`src/source/mv_pkg.sv`:
```
package mv_pkg;

    // vote word geometry
    localparam int word_bits = 32;
    localparam int rem_bits = 5;

    // signed vote accumulator, a job holds at most 2^19-1 bits
    localparam int count_bits = 20;

    // word counter wide enough for ceil((2^20-1)/32)
    localparam int words_bits = count_bits - rem_bits + 1;

    // adder tree split of one word
    localparam int part_count = 4;
    localparam int part_len = word_bits / part_count;
    // sum of eight votes lies in -8..8
    localparam int part_bits = 5;

    // galois taps for the tie-break generator
    localparam logic [word_bits-1:0] lfsr_taps = 32'h8020_0003;

    typedef logic [word_bits-1:0] word_t;

    typedef logic signed [count_bits-1:0] count_t;

    // one data word on its way to the counter
    typedef struct packed {
        word_t                data;
        logic                 last;
        // 0 means all 32 bits count
        logic [rem_bits-1:0]  remainder;
    } vote_word_t;

    // job setup seen by the sequencer and lfsr
    typedef struct packed {
        logic [count_bits-1:0] bit_count;
        logic                  start;
    } job_cfg_t;

endpackage

```
`src/source/axil_pkg.sv`:
```
package axil_pkg;

    localparam int addr_bits = 8;
    localparam int data_bits = 32;

    typedef logic [addr_bits-1:0] addr_t;
    typedef logic [data_bits-1:0] data_t;
    typedef logic [1:0] resp_t;

    // register map
    localparam addr_t reg_ctrl = 8'h00;
    localparam addr_t reg_count = 8'h04;
    localparam addr_t reg_seed = 8'h08;
    localparam addr_t reg_data = 8'h0C;
    localparam addr_t reg_status = 8'h10;

    // bresp / rresp codes
    localparam resp_t resp_okay = 2'b00;
    localparam resp_t resp_slverr = 2'b10;

    // master to slave
    typedef struct packed {
        addr_t  awaddr;
        logic   awvalid;
        data_t  wdata;
        logic   wvalid;
        logic   bready;
        addr_t  araddr;
        logic   arvalid;
        logic   rready;
    } axil_req_t;

    // slave to master
    typedef struct packed {
        logic   awready;
        logic   wready;
        resp_t  bresp;
        logic   bvalid;
        logic   arready;
        data_t  rdata;
        resp_t  rresp;
        logic   rvalid;
    } axil_rsp_t;

endpackage

```
`src/source/axil_regs.sv`:
```
`default_nettype none

module axil_regs (
    input  logic                clk,
    input  logic                rst,
    input  axil_pkg::axil_req_t axil_req,
    output axil_pkg::axil_rsp_t axil_rsp,
    output mv_pkg::job_cfg_t    job,
    output mv_pkg::word_t       seed,
    output logic                seed_load,
    output mv_pkg::word_t       data,
    output logic                data_valid,
    input  logic                last_done,
    input  logic                sign_bit
);

    import axil_pkg::*;
    import mv_pkg::*;

    logic                  wr_fire;
    logic                  rd_fire;
    logic                  wr_mapped;
    logic                  rd_mapped;
    data_t                 rd_word;
    logic                  bvalid;
    resp_t                 bresp;
    logic                  rvalid;
    resp_t                 rresp;
    data_t                 rdata;
    logic [count_bits-1:0] count_reg;
    word_t                 seed_reg;
    logic                  start;
    logic                  last_d;
    logic                  done;
    logic                  busy;

    // write takes address and data together, one response outstanding
    assign wr_fire = axil_req.awvalid && axil_req.wvalid && !bvalid;
    assign rd_fire = axil_req.arvalid && !rvalid;

    assign start = wr_fire && (axil_req.awaddr == reg_ctrl) && axil_req.wdata[0];

    always_comb begin
        case (axil_req.awaddr)
            reg_ctrl, reg_count, reg_seed, reg_data, reg_status: wr_mapped = 1'b1;
            default: wr_mapped = 1'b0;
        endcase
    end

    always_comb begin
        rd_mapped = 1'b1;
        case (axil_req.araddr)
            reg_count:  rd_word = data_t'(count_reg);
            reg_seed:   rd_word = seed_reg;
            reg_status: rd_word = data_t'({busy, sign_bit, done});
            reg_ctrl, reg_data: rd_word = '0;
            default: begin
                rd_word = '0;
                rd_mapped = 1'b0;
            end
        endcase
    end

    // b channel
    always_ff @(posedge clk) begin
        if (rst) begin
            bvalid <= 1'b0;
        end else if (wr_fire) begin
            bvalid <= 1'b1;
        end else if (axil_req.bready) begin
            bvalid <= 1'b0;
        end
    end

    always_ff @(posedge clk) begin
        if (wr_fire) begin
            bresp <= wr_mapped ? resp_okay : resp_slverr;
        end
    end

    // r channel, answered the cycle after arvalid
    always_ff @(posedge clk) begin
        if (rst) begin
            rvalid <= 1'b0;
        end else if (rd_fire) begin
            rvalid <= 1'b1;
        end else if (axil_req.rready) begin
            rvalid <= 1'b0;
        end
    end

    always_ff @(posedge clk) begin
        if (rd_fire) begin
            rdata <= rd_word;
            rresp <= rd_mapped ? resp_okay : resp_slverr;
        end
    end

    // configuration registers
    always_ff @(posedge clk) begin
        if (rst) begin
            count_reg <= '0;
            seed_reg <= '0;
            seed_load <= 1'b0;
        end else begin
            seed_load <= wr_fire && (axil_req.awaddr == reg_seed);
            if (wr_fire && (axil_req.awaddr == reg_count)) begin
                count_reg <= axil_req.wdata[count_bits-1:0];
            end
            if (wr_fire && (axil_req.awaddr == reg_seed)) begin
                seed_reg <= axil_req.wdata;
            end
        end
    end

    // job status, done lines up with the counter result
    always_ff @(posedge clk) begin
        if (rst) begin
            last_d <= 1'b0;
            done <= 1'b0;
            busy <= 1'b0;
        end else begin
            last_d <= last_done;
            if (start) begin
                done <= 1'b0;
                busy <= 1'b1;
            end else if (last_d) begin
                done <= 1'b1;
                busy <= 1'b0;
            end
        end
    end

    assign job.bit_count = count_reg;
    assign job.start = start;
    assign seed = seed_reg;
    assign data = axil_req.wdata;
    assign data_valid = wr_fire && (axil_req.awaddr == reg_data);

    always_comb begin
        axil_rsp.awready = wr_fire;
        axil_rsp.wready = wr_fire;
        axil_rsp.bresp = bresp;
        axil_rsp.bvalid = bvalid;
        axil_rsp.arready = !rvalid;
        axil_rsp.rdata = rdata;
        axil_rsp.rresp = rresp;
        axil_rsp.rvalid = rvalid;
    end

endmodule

`default_nettype wire

```
`src/source/word_sequencer.sv`:
```
`default_nettype none

module word_sequencer (
    input  logic               clk,
    input  logic               rst,
    input  mv_pkg::job_cfg_t   job,
    input  mv_pkg::word_t      data,
    input  logic               data_valid,
    output mv_pkg::vote_word_t word,
    output logic               update,
    output logic               clear,
    output logic               parity_even,
    output logic               last_done
);

    import mv_pkg::*;

    logic [count_bits:0]   padded;
    logic [words_bits-1:0] word_total;
    logic [words_bits-1:0] words_left;
    logic [rem_bits-1:0]   job_rem;
    logic                  accept;
    logic                  is_last;

    // ceil(bit_count / 32)
    assign padded = {1'b0, job.bit_count} + (count_bits + 1)'(word_bits - 1);
    assign word_total = padded[count_bits:rem_bits];

    // nothing left once the job is complete
    assign accept = data_valid && (words_left != '0);
    assign is_last = (words_left == words_bits'(1));

    always_ff @(posedge clk) begin
        if (rst) begin
            words_left <= '0;
            update <= 1'b0;
            clear <= 1'b0;
            last_done <= 1'b0;
            parity_even <= 1'b0;
        end else begin
            clear <= job.start;
            update <= 1'b0;
            last_done <= 1'b0;
            if (job.start) begin
                words_left <= word_total;
                parity_even <= !job.bit_count[0];
            end else if (accept) begin
                words_left <= words_left - words_bits'(1);
                update <= 1'b1;
                last_done <= is_last;
            end
        end
    end

    // remainder of the job, used on its last word only
    always_ff @(posedge clk) begin
        if (job.start) begin
            job_rem <= job.bit_count[rem_bits-1:0];
        end
    end

    always_ff @(posedge clk) begin
        if (accept) begin
            word.data <= data;
            word.last <= is_last;
            word.remainder <= is_last ? job_rem : '0;
        end
    end

endmodule

`default_nettype wire

```
`src/source/tie_lfsr.sv`:
```
`default_nettype none

module tie_lfsr (
    input  logic          clk,
    input  logic          rst,
    input  mv_pkg::word_t seed,
    input  logic          seed_load,
    input  logic          step,
    output logic          tie_bit
);

    import mv_pkg::*;

    word_t state;
    word_t state_next;

    // galois form, shift right and fold the taps in on a set lsb
    always_comb begin
        state_next = state >> 1;
        if (state[0]) begin
            state_next = state_next ^ lfsr_taps;
        end
    end

    always_ff @(posedge clk) begin
        if (rst) begin
            state <= word_t'(1);
            tie_bit <= 1'b0;
        end else begin
            if (seed_load) begin
                // all zero state would lock up
                state <= (seed == '0) ? word_t'(1) : seed;
            end else if (step) begin
                state <= state_next;
            end
            // lsb taken before the step
            if (step) begin
                tie_bit <= state[0];
            end
        end
    end

endmodule

`default_nettype wire

```
`src/source/majority_counter.sv`:
```
`default_nettype none

module majority_counter (
    input  logic               clk,
    input  logic               rst,
    input  mv_pkg::vote_word_t word,
    input  logic               update,
    input  logic               clear,
    input  logic               parity_even,
    input  logic               tie_bit,
    output logic               sign_bit
);

    import mv_pkg::*;

    logic [word_bits-1:0]        masked;
    logic signed [1:0]           vote [word_bits];
    logic signed [part_bits-1:0] part_sum [part_count];
    logic signed [part_bits-1:0] part_q [part_count];
    logic                        sum_valid;
    count_t                      acc;
    count_t                      acc_next;
    count_t                      acc_init;

    // one vote per bit, bits past the remainder of the last word drop out
    generate
        for (genvar k = 0; k < word_bits; k++) begin : g_vote
            assign masked[k] = word.last && (word.remainder != '0)
                               && (rem_bits'(k) >= word.remainder);
            assign vote[k] = masked[k] ? 2'sd0 : (word.data[k] ? -2'sd1 : 2'sd1);
        end
    endgenerate

    // eight votes per partial sum
    always_comb begin
        for (int i = 0; i < part_count; i++) begin
            part_sum[i] = '0;
            for (int j = 0; j < part_len; j++) begin
                part_sum[i] = part_sum[i] + vote[i*part_len + j];
            end
        end
    end

    always_comb begin
        acc_next = acc;
        for (int i = 0; i < part_count; i++) begin
            acc_next = acc_next + part_q[i];
        end
    end

    // tie rule, an odd job cannot tie
    always_comb begin
        if (!parity_even) begin
            acc_init = '0;
        end else if (tie_bit) begin
            // minus one, ones win
            acc_init = '1;
        end else begin
            acc_init = count_t'(1);
        end
    end

    // stage 1
    always_ff @(posedge clk) begin
        if (update) begin
            part_q <= part_sum;
        end
    end

    // stage 2
    always_ff @(posedge clk) begin
        if (rst) begin
            sum_valid <= 1'b0;
            acc <= '0;
        end else begin
            sum_valid <= update;
            if (clear) begin
                acc <= acc_init;
            end else if (sum_valid) begin
                acc <= acc_next;
            end
        end
    end

    assign sign_bit = acc[count_bits-1];

endmodule

`default_nettype wire

```
`src/source/majority_bundler.sv`:
```
`default_nettype none

module majority_bundler (
    input  logic                clk,
    input  logic                rst,
    input  axil_pkg::axil_req_t axil_req,
    output axil_pkg::axil_rsp_t axil_rsp
);

    import mv_pkg::*;

    job_cfg_t   job;
    word_t      seed;
    logic       seed_load;
    word_t      data;
    logic       data_valid;
    vote_word_t word;
    logic       update;
    logic       clear;
    logic       parity_even;
    logic       last_done;
    logic       tie_bit;
    logic       sign_bit;

    axil_regs i_axil_regs (
        .clk        (clk),
        .rst        (rst),
        .axil_req   (axil_req),
        .axil_rsp   (axil_rsp),
        .job        (job),
        .seed       (seed),
        .seed_load  (seed_load),
        .data       (data),
        .data_valid (data_valid),
        .last_done  (last_done),
        .sign_bit   (sign_bit)
    );

    word_sequencer i_word_sequencer (
        .clk         (clk),
        .rst         (rst),
        .job         (job),
        .data        (data),
        .data_valid  (data_valid),
        .word        (word),
        .update      (update),
        .clear       (clear),
        .parity_even (parity_even),
        .last_done   (last_done)
    );

    // one tie bit drawn per job start
    tie_lfsr i_tie_lfsr (
        .clk       (clk),
        .rst       (rst),
        .seed      (seed),
        .seed_load (seed_load),
        .step      (job.start),
        .tie_bit   (tie_bit)
    );

    majority_counter i_majority_counter (
        .clk         (clk),
        .rst         (rst),
        .word        (word),
        .update      (update),
        .clear       (clear),
        .parity_even (parity_even),
        .tie_bit     (tie_bit),
        .sign_bit    (sign_bit)
    );

endmodule

`default_nettype wire

```
`config.mk`:
```
export PLATFORM = sky130hd
export DESIGN_NAME = majority_bundler
export DESIGN_NICKNAME = d
export VERILOG_FILES = /design/src/source/mv_pkg.sv /design/src/source/axil_pkg.sv /design/src/source/axil_regs.sv /design/src/source/word_sequencer.sv /design/src/source/tie_lfsr.sv /design/src/source/majority_counter.sv /design/src/source/majority_bundler.sv
export SDC_FILE = /design/constraint.sdc
export NUM_CORES = 1
export LEC_CHECK = 0
export ABC_AREA = 1
export BUFFER_PORTS_ARGS = -buffer_cell sky130_fd_sc_hd__clkbuf_2
export CORE_MARGIN = 2
export CORE_UTILIZATION = 56
export CTS_CLUSTER_DIAMETER = 60
export DETAILED_ROUTE_END_ITERATION = 8
export GPL_ROUTABILITY_DRIVEN = 1
export PLACE_DENSITY = 0.71
export SYNTH_ARGS = -nofsm -noshare
export SYNTH_HDL_FRONTEND = slang
export SYNTH_SLANG_ARGS = --single-unit
export TNS_END_PERCENT = 20
```
`constraint.sdc`:
```
create_clock -name clk -period 12.5 [get_ports clk]
set_clock_uncertainty 0.1 [all_clocks]
set_input_delay 0.625 -clock clk [delete_from_list [all_inputs] [get_ports clk]]
set_output_delay 0.625 -clock clk [all_outputs]
set_load 0.03 [all_outputs]
```
== Word level (Yosys, flattened, before mapping) ==
Cells that the tools add are included.

* Flip-flop bits (word level): 231
* Input port bits: 55
* Output and inout port bits: 41
* Logic and storage cells: 251

* Add/subtract/negate cells: 34
* Order comparisons: 32
* Equality and inequality tests: 9
* Mux-type cells: 86
* Bitwise operators: 2
* Reductions and logical operators: 60

{| class="wikitable"
|+ Operators with widths
! kind !! count
|-
| $mux 2 || 66
|-
| $mux 32 || 4
|-
| $add 5x2->5 || 20
|-
| $pmux 32 s3 || 1
|-
| $add 20x5->20 || 4
|-
| $ge 5x5->1 const A || 16
|-
| $mux 20 || 4
|-
| $logic_and 1x1->1 || 42
|-
| $ge 4x5->1 const A || 8
|-
| $eq 8x4->1 const B || 4
|-
| $logic_not 32->1 || 1
|-
| $mux 16 || 2
|-
| $add 20x5->21 const B || 1
|-
| $ge 3x5->1 const A || 4
|-
| $add 3x2->4 || 4
|-
| $eq 16x1->1 const B || 1
|-
| $eq 8x3->1 const B || 2
|-
| $eq 8x5->1 const B || 2
|-
| $logic_not 8->1 || 2
|-
| $reduce_bool 16->1 || 1
|-
| $sub 16x1->16 const B || 1
|-
| $add 2x2->3 || 4
|-
| $reduce_bool 2->1 || 6
|-
| $ge 1x5->1 const A || 2
|-
| other kinds (9) || 21
|}

== Logic depth before layout (Yosys ltp) ==
Gate-level depths: netlist (run 1).

* Word-level depth: 11
* Depth in mapped cells: 27
* Mapped depth without buffers: 26

== By module ==
A second synthesis (run 1) with hierarchy kept.

* Cell total of the unflattened synthesis: 1762
* Area, all modules: 14472.6 um^2

{| class="wikitable"
|+ Modules (own cells, without submodules)
! module !! instances !! cells each !! area an instance (um^2) !! sequential area each (um^2)
|-
| majority_counter || 1 || 627 || 5411.4 || 1021.0
|-
| axil_regs || 1 || 556 || 4367.9 || 2182.1
|-
| word_sequencer || 1 || 358 || 3066.7 || 1691.6
|-
| tie_lfsr || 1 || 221 || 1626.6 || 660.6
|}

== Least setup slack after synthesis (run 1) ==
OpenSTA, ideal clock, no wires.

* Path type: flip-flop to flip-flop
* From: reg i_word_sequencer.word[2] (netlist name)
* To: reg i_majority_counter.part_q[19] in the netlist's numbering (data pin)
* Data arrival time: 5397 ps
* Path slack: 6740 ps
* Stages on the path, launching flop included: 28
* Path buffers: 1
* Period minus slack after synthesis: 5760 ps
* Path through: edfxtp_1 -> nor2_2 -> inv_2 -> nor2_1 -> nand2_1 -> nand2_1 -> inv_2 -> buf_2 -> nand2_1 -> inv_1 -> a21oi_1 -> nand2_1 -> fa_1 -> inv_1 -> ha_1 -> inv_1 -> fa_1 -> inv_1 -> fa_1 -> inv_1 -> fa_1 -> fa_1 -> inv_1 -> ha_1 -> fa_1 -> xor2_1 -> xnor2_1 -> xor2_1

{| class="wikitable"
|+ RTL lines
! element !! line !! RTL
|-
| end signal, assigned || majority_counter.sv:66 || <nowiki>part_q <= part_sum;</nowiki>
|-
| end, declared || majority_counter.sv:19 || <nowiki>logic signed [part_bits-1:0] part_q [part_count];</nowiki>
|}

==> impl_metrics.py, run 1 <==
metrics = {
    "power": {
        "power_switching_mw": 0.3727,
        "p_int_mw": 1.275,
        "p_leak_nw": 6.964,
        "p_comb_share_pct": 3.7,
        "swShare_pct": 22.62,
        "p_per_area_mw_per_mm2": 104.5,
        "worst_ir_drop_vdd_mv": 0.09964,
        "seqPwrFrac_pct": 47.7,
        "clock_power_share_pct": 48.7,
        "design_power_total_mw": 1.647,
    },
    "cts": {
        "cts_tree": "built",
        "hold_buffers": 0,
        "post_cts_buffers": 0,
        "clk_latency_ns": 0.55,
        "numCtsBuffers": 28,
        "htreeDepth": 1,
        "cts-root-buf": "clkbuf_16",
        "cts_sinks": 229,
        "clk_transition_reported_paths_ns": 0.06,
        "clockBufferDepth": 3,
        "ctsResizeCount": 0,
    },
    "cells_and_area": {
        "largest_register_ffs": 38,
        "fill_cells": 2173,
        "stdcell_count": 2051,
        "multiInputGateArea_mm2": 0.007213,
        "syn_to_final_growth_pct": 11.39,
        "layout_common_cells": "290 x inv_1, 240 x nand2_1, 132 x nor2_1, 132 x dfxtp_1, 123 x fa_1",
        "antenna_cells": 0,
        "seq_area_mm2": 0.005555,
        "nets": 1912,
        "mostFrequentLayoutCell": "inv_1",
        "layout-drive-gt1-share_pct": 9.936,
        "top_register": "i_word_sequencer.word",
    },
    "detailed_routing": {
        "drt-total-wl_um": 34780,
        "drt_iter0_drc": 731,
        "via_count": 11020,
        "ant_nets": 0,
        "wire_per_inst_um": 16.96,
        "route.detailed.drc": 0,
        "drt_pass1_iterations": 5,
        "vias_per_cell": 5.373,
    },
    "worst_setup_path": {
        "reg2reg_depth": 26,
        "cp_max_fo": 21,
        "r2r_slack_ns": 5.95,
        "cp-start-kind": "flop",
        "rr_startpoint": "i_word_sequencer.word[2]",
        "arrival_ns": 6.73,
        "cp-end-kind": "flop",
        "crit_type": "flop to flop",
        "worst_r2r_endpoint": "i_majority_counter.part_q[19]",
        "cp_slowest_cell": "fa_1",
        "required_ns": 12.68,
        "cp_slowest_stage_delay_ns": 0.55,
    },
    "synth": {
        "avgSynthCellArea_um2": 8.726,
        "seq_area_frac_synth_pct": 39.25,
        "yosysUniqueCellTypes": 47,
        "ys_ff_latch": 229,
        "ys_warn_count": 0,
        "synth_flop_cell": "dfxtp_1",
        "syn-instance-count": 1622,
        "synth_edf_count": 97,
        "syn_area_mm2": 0.01415,
        "synthArstFlopShare_pct": 0,
    },
    "placed_design": {
        "dp_hpwl_um": 26010,
        "dp.cells": 1999,
        "place.gp.congestion": 0.9230,
        "port_buffers": 93,
    },
    "min_path": {
        "min_to": "i_word_sequencer.word[30]",
        "hp-class": "input pin to flop",
        "hp-start": "axil_req[36]",
        "whs_path_depth": 1,
    },
    "timing": {
        "worstMarginPinSlew_ns": 1.165,
        "drv_slew": 0,
        "rsz0062_at_grt": "no",
        "hold_viol": 0,
        "fin_crit_sh_pct": 52.37,
        "fin_setup_tns_ns": 0,
        "slew_headroom_pct": 22.33,
        "max_freq_mhz": 152.8,
        "finalSetupViolCount": 0,
        "hold_slack_ns": 0.1751,
        "period_minus_slack_ns": 6.546,
    },
    "die": {
        "num_rows": 58,
        "fp.dieW_um": 163.0,
        "ios": 96,
        "die_y_um": 163.0,
        "dieArea_mm2": 0.02656,
        "initial_utilization_pct": 56.70,
        "core-area_mm2": 0.02496,
    },
    "global_route": {
        "grt_pass1_wl_um": 56500,
        "antenna_found_initial": 0,
        "grt_pass1_vias": 11040,
        "grt_usage_pct": 27.10,
        "grt_overflow": 0,
        "grt_max_degree": 105,
    },
    "run_status": {
        "status": "completed",
    },
    "job": {
        "max_cap_viol_count": 0,
    },
}
## Yosys cell counts (2+ instances only)
cell | number | area share [%]
a211oi_1 | 4 | 0.21
a21boi_0 | 4 | 0.21
a21oi_1 | 116 | 4.1
a22oi_1 | 2 | 0.11
a31oi_1 | 27 | 1.2
and2_1 | 4 | 0.18
buf_1 | 3 | 0.080
buf_2 | 7 | 0.25
buf_4 | 7 | 0.37
buf_6 | 3 | 0.24
clkbuf_1 | 38 | 1.0
dfxtp_1 | 132 | 19
edfxtp_1 | 97 | 21
fa_1 | 123 | 17
ha_1 | 35 | 3.1
inv_1 | 291 | 7.7
inv_2 | 5 | 0.13
nand2_1 | 241 | 6.4
nand2_2 | 3 | 0.13
nand2_4 | 2 | 0.16
nand3_1 | 73 | 2.6
nand3b_1 | 7 | 0.37
nand4_1 | 21 | 0.93
nor2_1 | 132 | 3.5
nor2_2 | 6 | 0.27
nor2_4 | 2 | 0.16
nor3_1 | 14 | 0.50
nor4_1 | 2 | 0.088
o211ai_1 | 8 | 0.42
o21a_1 | 2 | 0.11
o21ai_0 | 117 | 4.1
o21ai_1 | 23 | 0.81
o21bai_1 | 4 | 0.21
o221ai_1 | 3 | 0.19
o22ai_1 | 17 | 0.75
or2_2 | 5 | 0.22
xnor2_1 | 19 | 1.2
xor2_1 | 14 | 0.87
## layer usage
| layer | GRT usage [%] | part of all wire (%) |
|---|---|---|
| met2 | 46.34 | 49 |
| met5 | 0 | 0 |
| met4 | 8.126 | 2.5 |
| met1 | 36.22 | 44 |
| met3 | 3.489 | 4.5 |
## area by class of cell
type                            instances  area share, %
Multi-Input combinational cell       1039          45.75
Timing Repair Buffer                  103          3.429
Clock buffer                           42          5.167
Sequential cell                       229          35.24
Clock inverter                         10         0.6905
Inverter                              298          7.103
Tap cell                              330          2.619
## metrics by stage
stage               instance area, um2  setup WS, ns  util, %
floorplan                        14160         6.740        -
global placement                 14840         6.082    59.45
detailed placement               14840         5.953    59.45
CTS                              15770         5.926    63.15
global route                     15770         5.492    63.15
finish                           15770         5.954    63.15
## power groups by stage
stage / clock network [mW] / logic (mW) / registers (mW)
floorplan: 0 / 0.0227 / 0.812
global placement: 0 / 0.0591 / 0.801
detailed placement: 0 / 0.0598 / 0.801
CTS: 0.815 / 0.0601 / 0.785
global route: 0.848 / 0.0645 / 0.785
finish: 0.802 / 0.0602 / 0.785
## logic make-up (layout without fill, tap and decap cells)
kind of cell / after synthesis / count (layout) / synth area share, %
simple gates: 513 / 513 / 15.59
xor+xnor: 33 / 33 / 2.042
other cells: 1 / 3 / 0.02650
compound gates: 332 / 332 / 12.75
flops: 229 / 229 / 39.25
fa+ha+maj: 158 / 158 / 20.49
buf+inv: 356 / 453 / 9.857
## worst max-delay path by stage
stage               slack (ns)                       endpoint                      from
global placement          6.08  i_majority_counter.part_q[19]  i_word_sequencer.word[2]
CTS                       5.93  i_majority_counter.part_q[19]  i_word_sequencer.word[2]
global route              5.49  i_majority_counter.part_q[19]  i_word_sequencer.word[4]
floorplan                 6.74  i_majority_counter.part_q[19]  i_word_sequencer.word[2]
finish                    5.95  i_majority_counter.part_q[19]  i_word_sequencer.word[2]
detailed placement        5.95  i_majority_counter.part_q[19]  i_word_sequencer.word[2]
## worst max-delay path, delay by kind of cell, from the launching register on
family	cells	cell delay, ns
AND/OR/NAND/NOR	6	1.10
AO/OA/AOI/OAI	1	0.17
XOR/XNOR	3	0.47
adder cells (fa/ha/maj)	8	3.25
flip-flops	1	0.49
buffers and inverters	8	0.71
Power figures use the tool's default switching activity.
==> run 2, diff against run 1 <==
PLACE_DENSITY = 0.74   (was 0.71)
clock period = 5.6 ns   (was 12.5 ns; I/O delays follow)
==> run 2 against run 1 <==
Fmax grew 18%. Sequential power grew 120%. Via count grew 3.6%. Core utilization grew 2.3 points. Critical path depth is the same. Sequential share of layout area shrank 1.2 points. First-iteration DRC count grew 39%. Combinational power grew to 2.6 times the previous value. Critical path type unchanged. Critical endpoint unchanged. Largest cell class unchanged. Highest routed layer unchanged.
==> impl_metrics.py, run 2 (same netlist as run 1, synthesis figures left out) <==
metrics = {
    "worst_setup_path": {
        "arrival_ns": 5.70,
        "cp_max_fo": 12,
        "cp-end-kind": "flop",
        "crit_start": "i_word_sequencer.word[1]",
        "cp-start-kind": "flop",
        "rr_startpoint": "i_word_sequencer.word[1]",
        "reg2reg_depth": 26,
        "r2r_slack_ns": 0.08,
        "required_ns": 5.77,
        "worst_r2r_endpoint": "i_majority_counter.part_q[19]",
        "crit_path_end": "i_majority_counter.part_q[19]",
        "crit_type": "flop to flop",
    },
    "die": {
        "core-area_mm2": 0.02496,
        "fp.dieW_um": 163.0,
        "dieArea_mm2": 0.02656,
        "num_rows": 58,
        "ios": 96,
        "die_y_um": 163.0,
        "initial_utilization_pct": 56.70,
    },
    "cells_and_area": {
        "fin_area_mm2": 0.01634,
        "layout-drive-gt1-share_pct": 12.42,
        "layout_common_cells": "283 x inv_1, 236 x nand2_1, 132 x dfxtp_1, 129 x nor2_1, 121 x fa_1",
        "mostFrequentLayoutCell": "inv_1",
        "largest_register_ffs": 38,
        "syn_to_final_growth_pct": 15.48,
        "nets": 1965,
        "antenna_cells": 0,
        "fin_util_pct": 65.47,
        "top_register": "i_word_sequencer.word",
        "stdcell_count": 2101,
    },
    "timing": {
        "rsz0062_at_grt": "yes",
        "slew_headroom_pct": 28.22,
        "setup_ws_ns": 0.07513,
        "drv_slew": 0,
        "fin_setup_tns_ns": 0,
        "finalSetupViolCount": 0,
        "hold_viol": 0,
        "max_freq_mhz": 181.0,
        "worstMarginPinSlew_ns": 1.073,
        "period_minus_slack_ns": 5.525,
        "fin_crit_sh_pct": 98.66,
    },
    "power": {
        "p_leak_nw": 7.217,
        "p_per_area_mw_per_mm2": 217.7,
        "worst_ir_drop_vdd_mv": 0.2143,
    },
    "global_route": {
        "use_met2_pct": 47.63,
        "grt_max_degree": 66,
        "grt_pass1_vias": 11440,
        "use_met1_pct": 35.20,
        "grt_pass1_wl_um": 57100,
        "grt_use_met3_pct": 2.852,
        "antenna_found_initial": 0,
        "grt-busiest-layer": "met2",
        "grt_overflow": 0,
        "grt_usage_pct": 27.31,
    },
    "detailed_routing": {
        "ant_nets": 0,
        "vias_per_cell": 5.432,
        "drt-total-wl_um": 35520,
        "via_count": 11410,
        "route.detailed.drc": 0,
        "drt_pass1_iterations": 6,
        "wire_per_inst_um": 16.90,
        "drt_iter0_drc": 1018,
    },
    "placed_design": {
        "dp_hpwl_um": 25520,
        "place.gp.congestion": 0.8978,
        "port_buffers": 93,
        "dp.cells": 2009,
        "postPlaceCellArea_mm2": 0.01493,
        "post-place-ws_ns": -0.09753,
    },
    "job": {
        "max_cap_viol_count": 0,
    },
    "run_status": {
        "status": "completed",
    },
    "cts": {
        "htreeDepth": 1,
        "cts_sinks": 229,
        "clockBufferDepth": 3,
        "cts-root-buf": "clkbuf_16",
        "numCtsBuffers": 25,
        "clk_latency_ns": 0.53,
        "clk_transition_reported_paths_ns": 0.06,
        "cts_tree": "built",
    },
    "min_path": {
        "hp-class": "input pin to flop",
    },
}
-- run 2: changes by cell type in the layout (fill, tap and decap cells not counted), moves of 4 or more --
cell | before | now
inv_1 | 290 | 283
ha_1 | 35 | 30
dlygate4sd3_1 | 0 | 35
inv_2 | 6 | 11
ha_2 | 0 | 4
nand2_1 | 240 | 236
clkbuf_1 | 9 | 5
buf_4 | 10 | 27
-- run 2: final cells by class --
cell class,count,area (um2)
fill,2067,8620
multi-input combinational,1039,7333
sequential,229,5555
inverter,298,1131
timing repair buffer,159,1086
clock buffer,34,699.4
tap,330,412.9
clock inverter,12,126.4
-- run 2: through the flow --
| stage | power [mW] | hold slack, ns |
|---|---|---|
| final | 3.559 | 0.01304 |
| after global routing | 3.650 | 0.04052 |
| after CTS | 3.569 | 0.006705 |
| after detailed placement | 1.921 | 0.2954 |
| after global placement | 1.920 | 0.2963 |
| after floorplan | 1.863 | 0.2789 |
-- run 2: critical path, cell delays in order (launching register included) --
cell and delay [ns]:
edfxtp_1 0.40, nor2_2 0.16, inv_2 0.07, nor2_4 0.09, nand2_2 0.07, nand2_4 0.11
inv_8 0.06, nand2_2 0.09, inv_2 0.05, a21oi_2 0.13, nand2_1 0.09, fa_1 0.50
inv_2 0.10, ha_4 0.13, inv_2 0.04, fa_1 0.48, inv_1 0.05, fa_1 0.48
inv_1 0.05, fa_1 0.47, fa_1 0.51, inv_1 0.04, ha_2 0.18, fa_2 0.36
xor2_1 0.15, xnor2_1 0.13, xor2_1 0.14
-- run 2: what timing repair did --
action / in CTS / in global routing
hold buffers: 35 / 0
pin swaps: 2 / 23
gates cloned: 0 / 1
resized for setup: 5 / 40
hold endpoints to repair: 43 / 0
endpoints found under the setup margin: 3 / 5
setup buffers: 2 / 8
-- run 2: power by group --
part           internal [mW]  total, mW  switching, mW
logic                 0.0510      0.155          0.104
registers               1.75       1.75        0.00562
clock network          0.971       1.65          0.679
-- run 2: worst min path at each step --
stage | slack, ns | startpoint | cells after the start | to
3_3_place_gp | 0.30 | i_word_sequencer.last_done | 2 | i_axil_regs.last_d
3_5_place_dp | 0.30 | i_word_sequencer.last_done | 2 | i_axil_regs.last_d
2_1_floorplan | 0.28 | axil_req[16] | 0 | i_word_sequencer.word[10]
6_report | 0.01 | axil_req[45] | 3 | i_axil_regs.bresp[1]
4_1_cts | 0.007 | axil_req[45] | 3 | i_axil_regs.bresp[1]
5_1_grt | 0.04 | axil_req[45] | 3 | i_axil_regs.bresp[1]
-- run 2: per-layer routing --
| metal | wire length, um | up-vias |
|---|---|---|
| met5 | 0 | - |
| met4 | 1452 | 0 |
| met3 | 2187 | 93 |
| met2 | 17630 | 440 |
| met1 | 14250 | 5393 |
| li1 | - | 5487 |
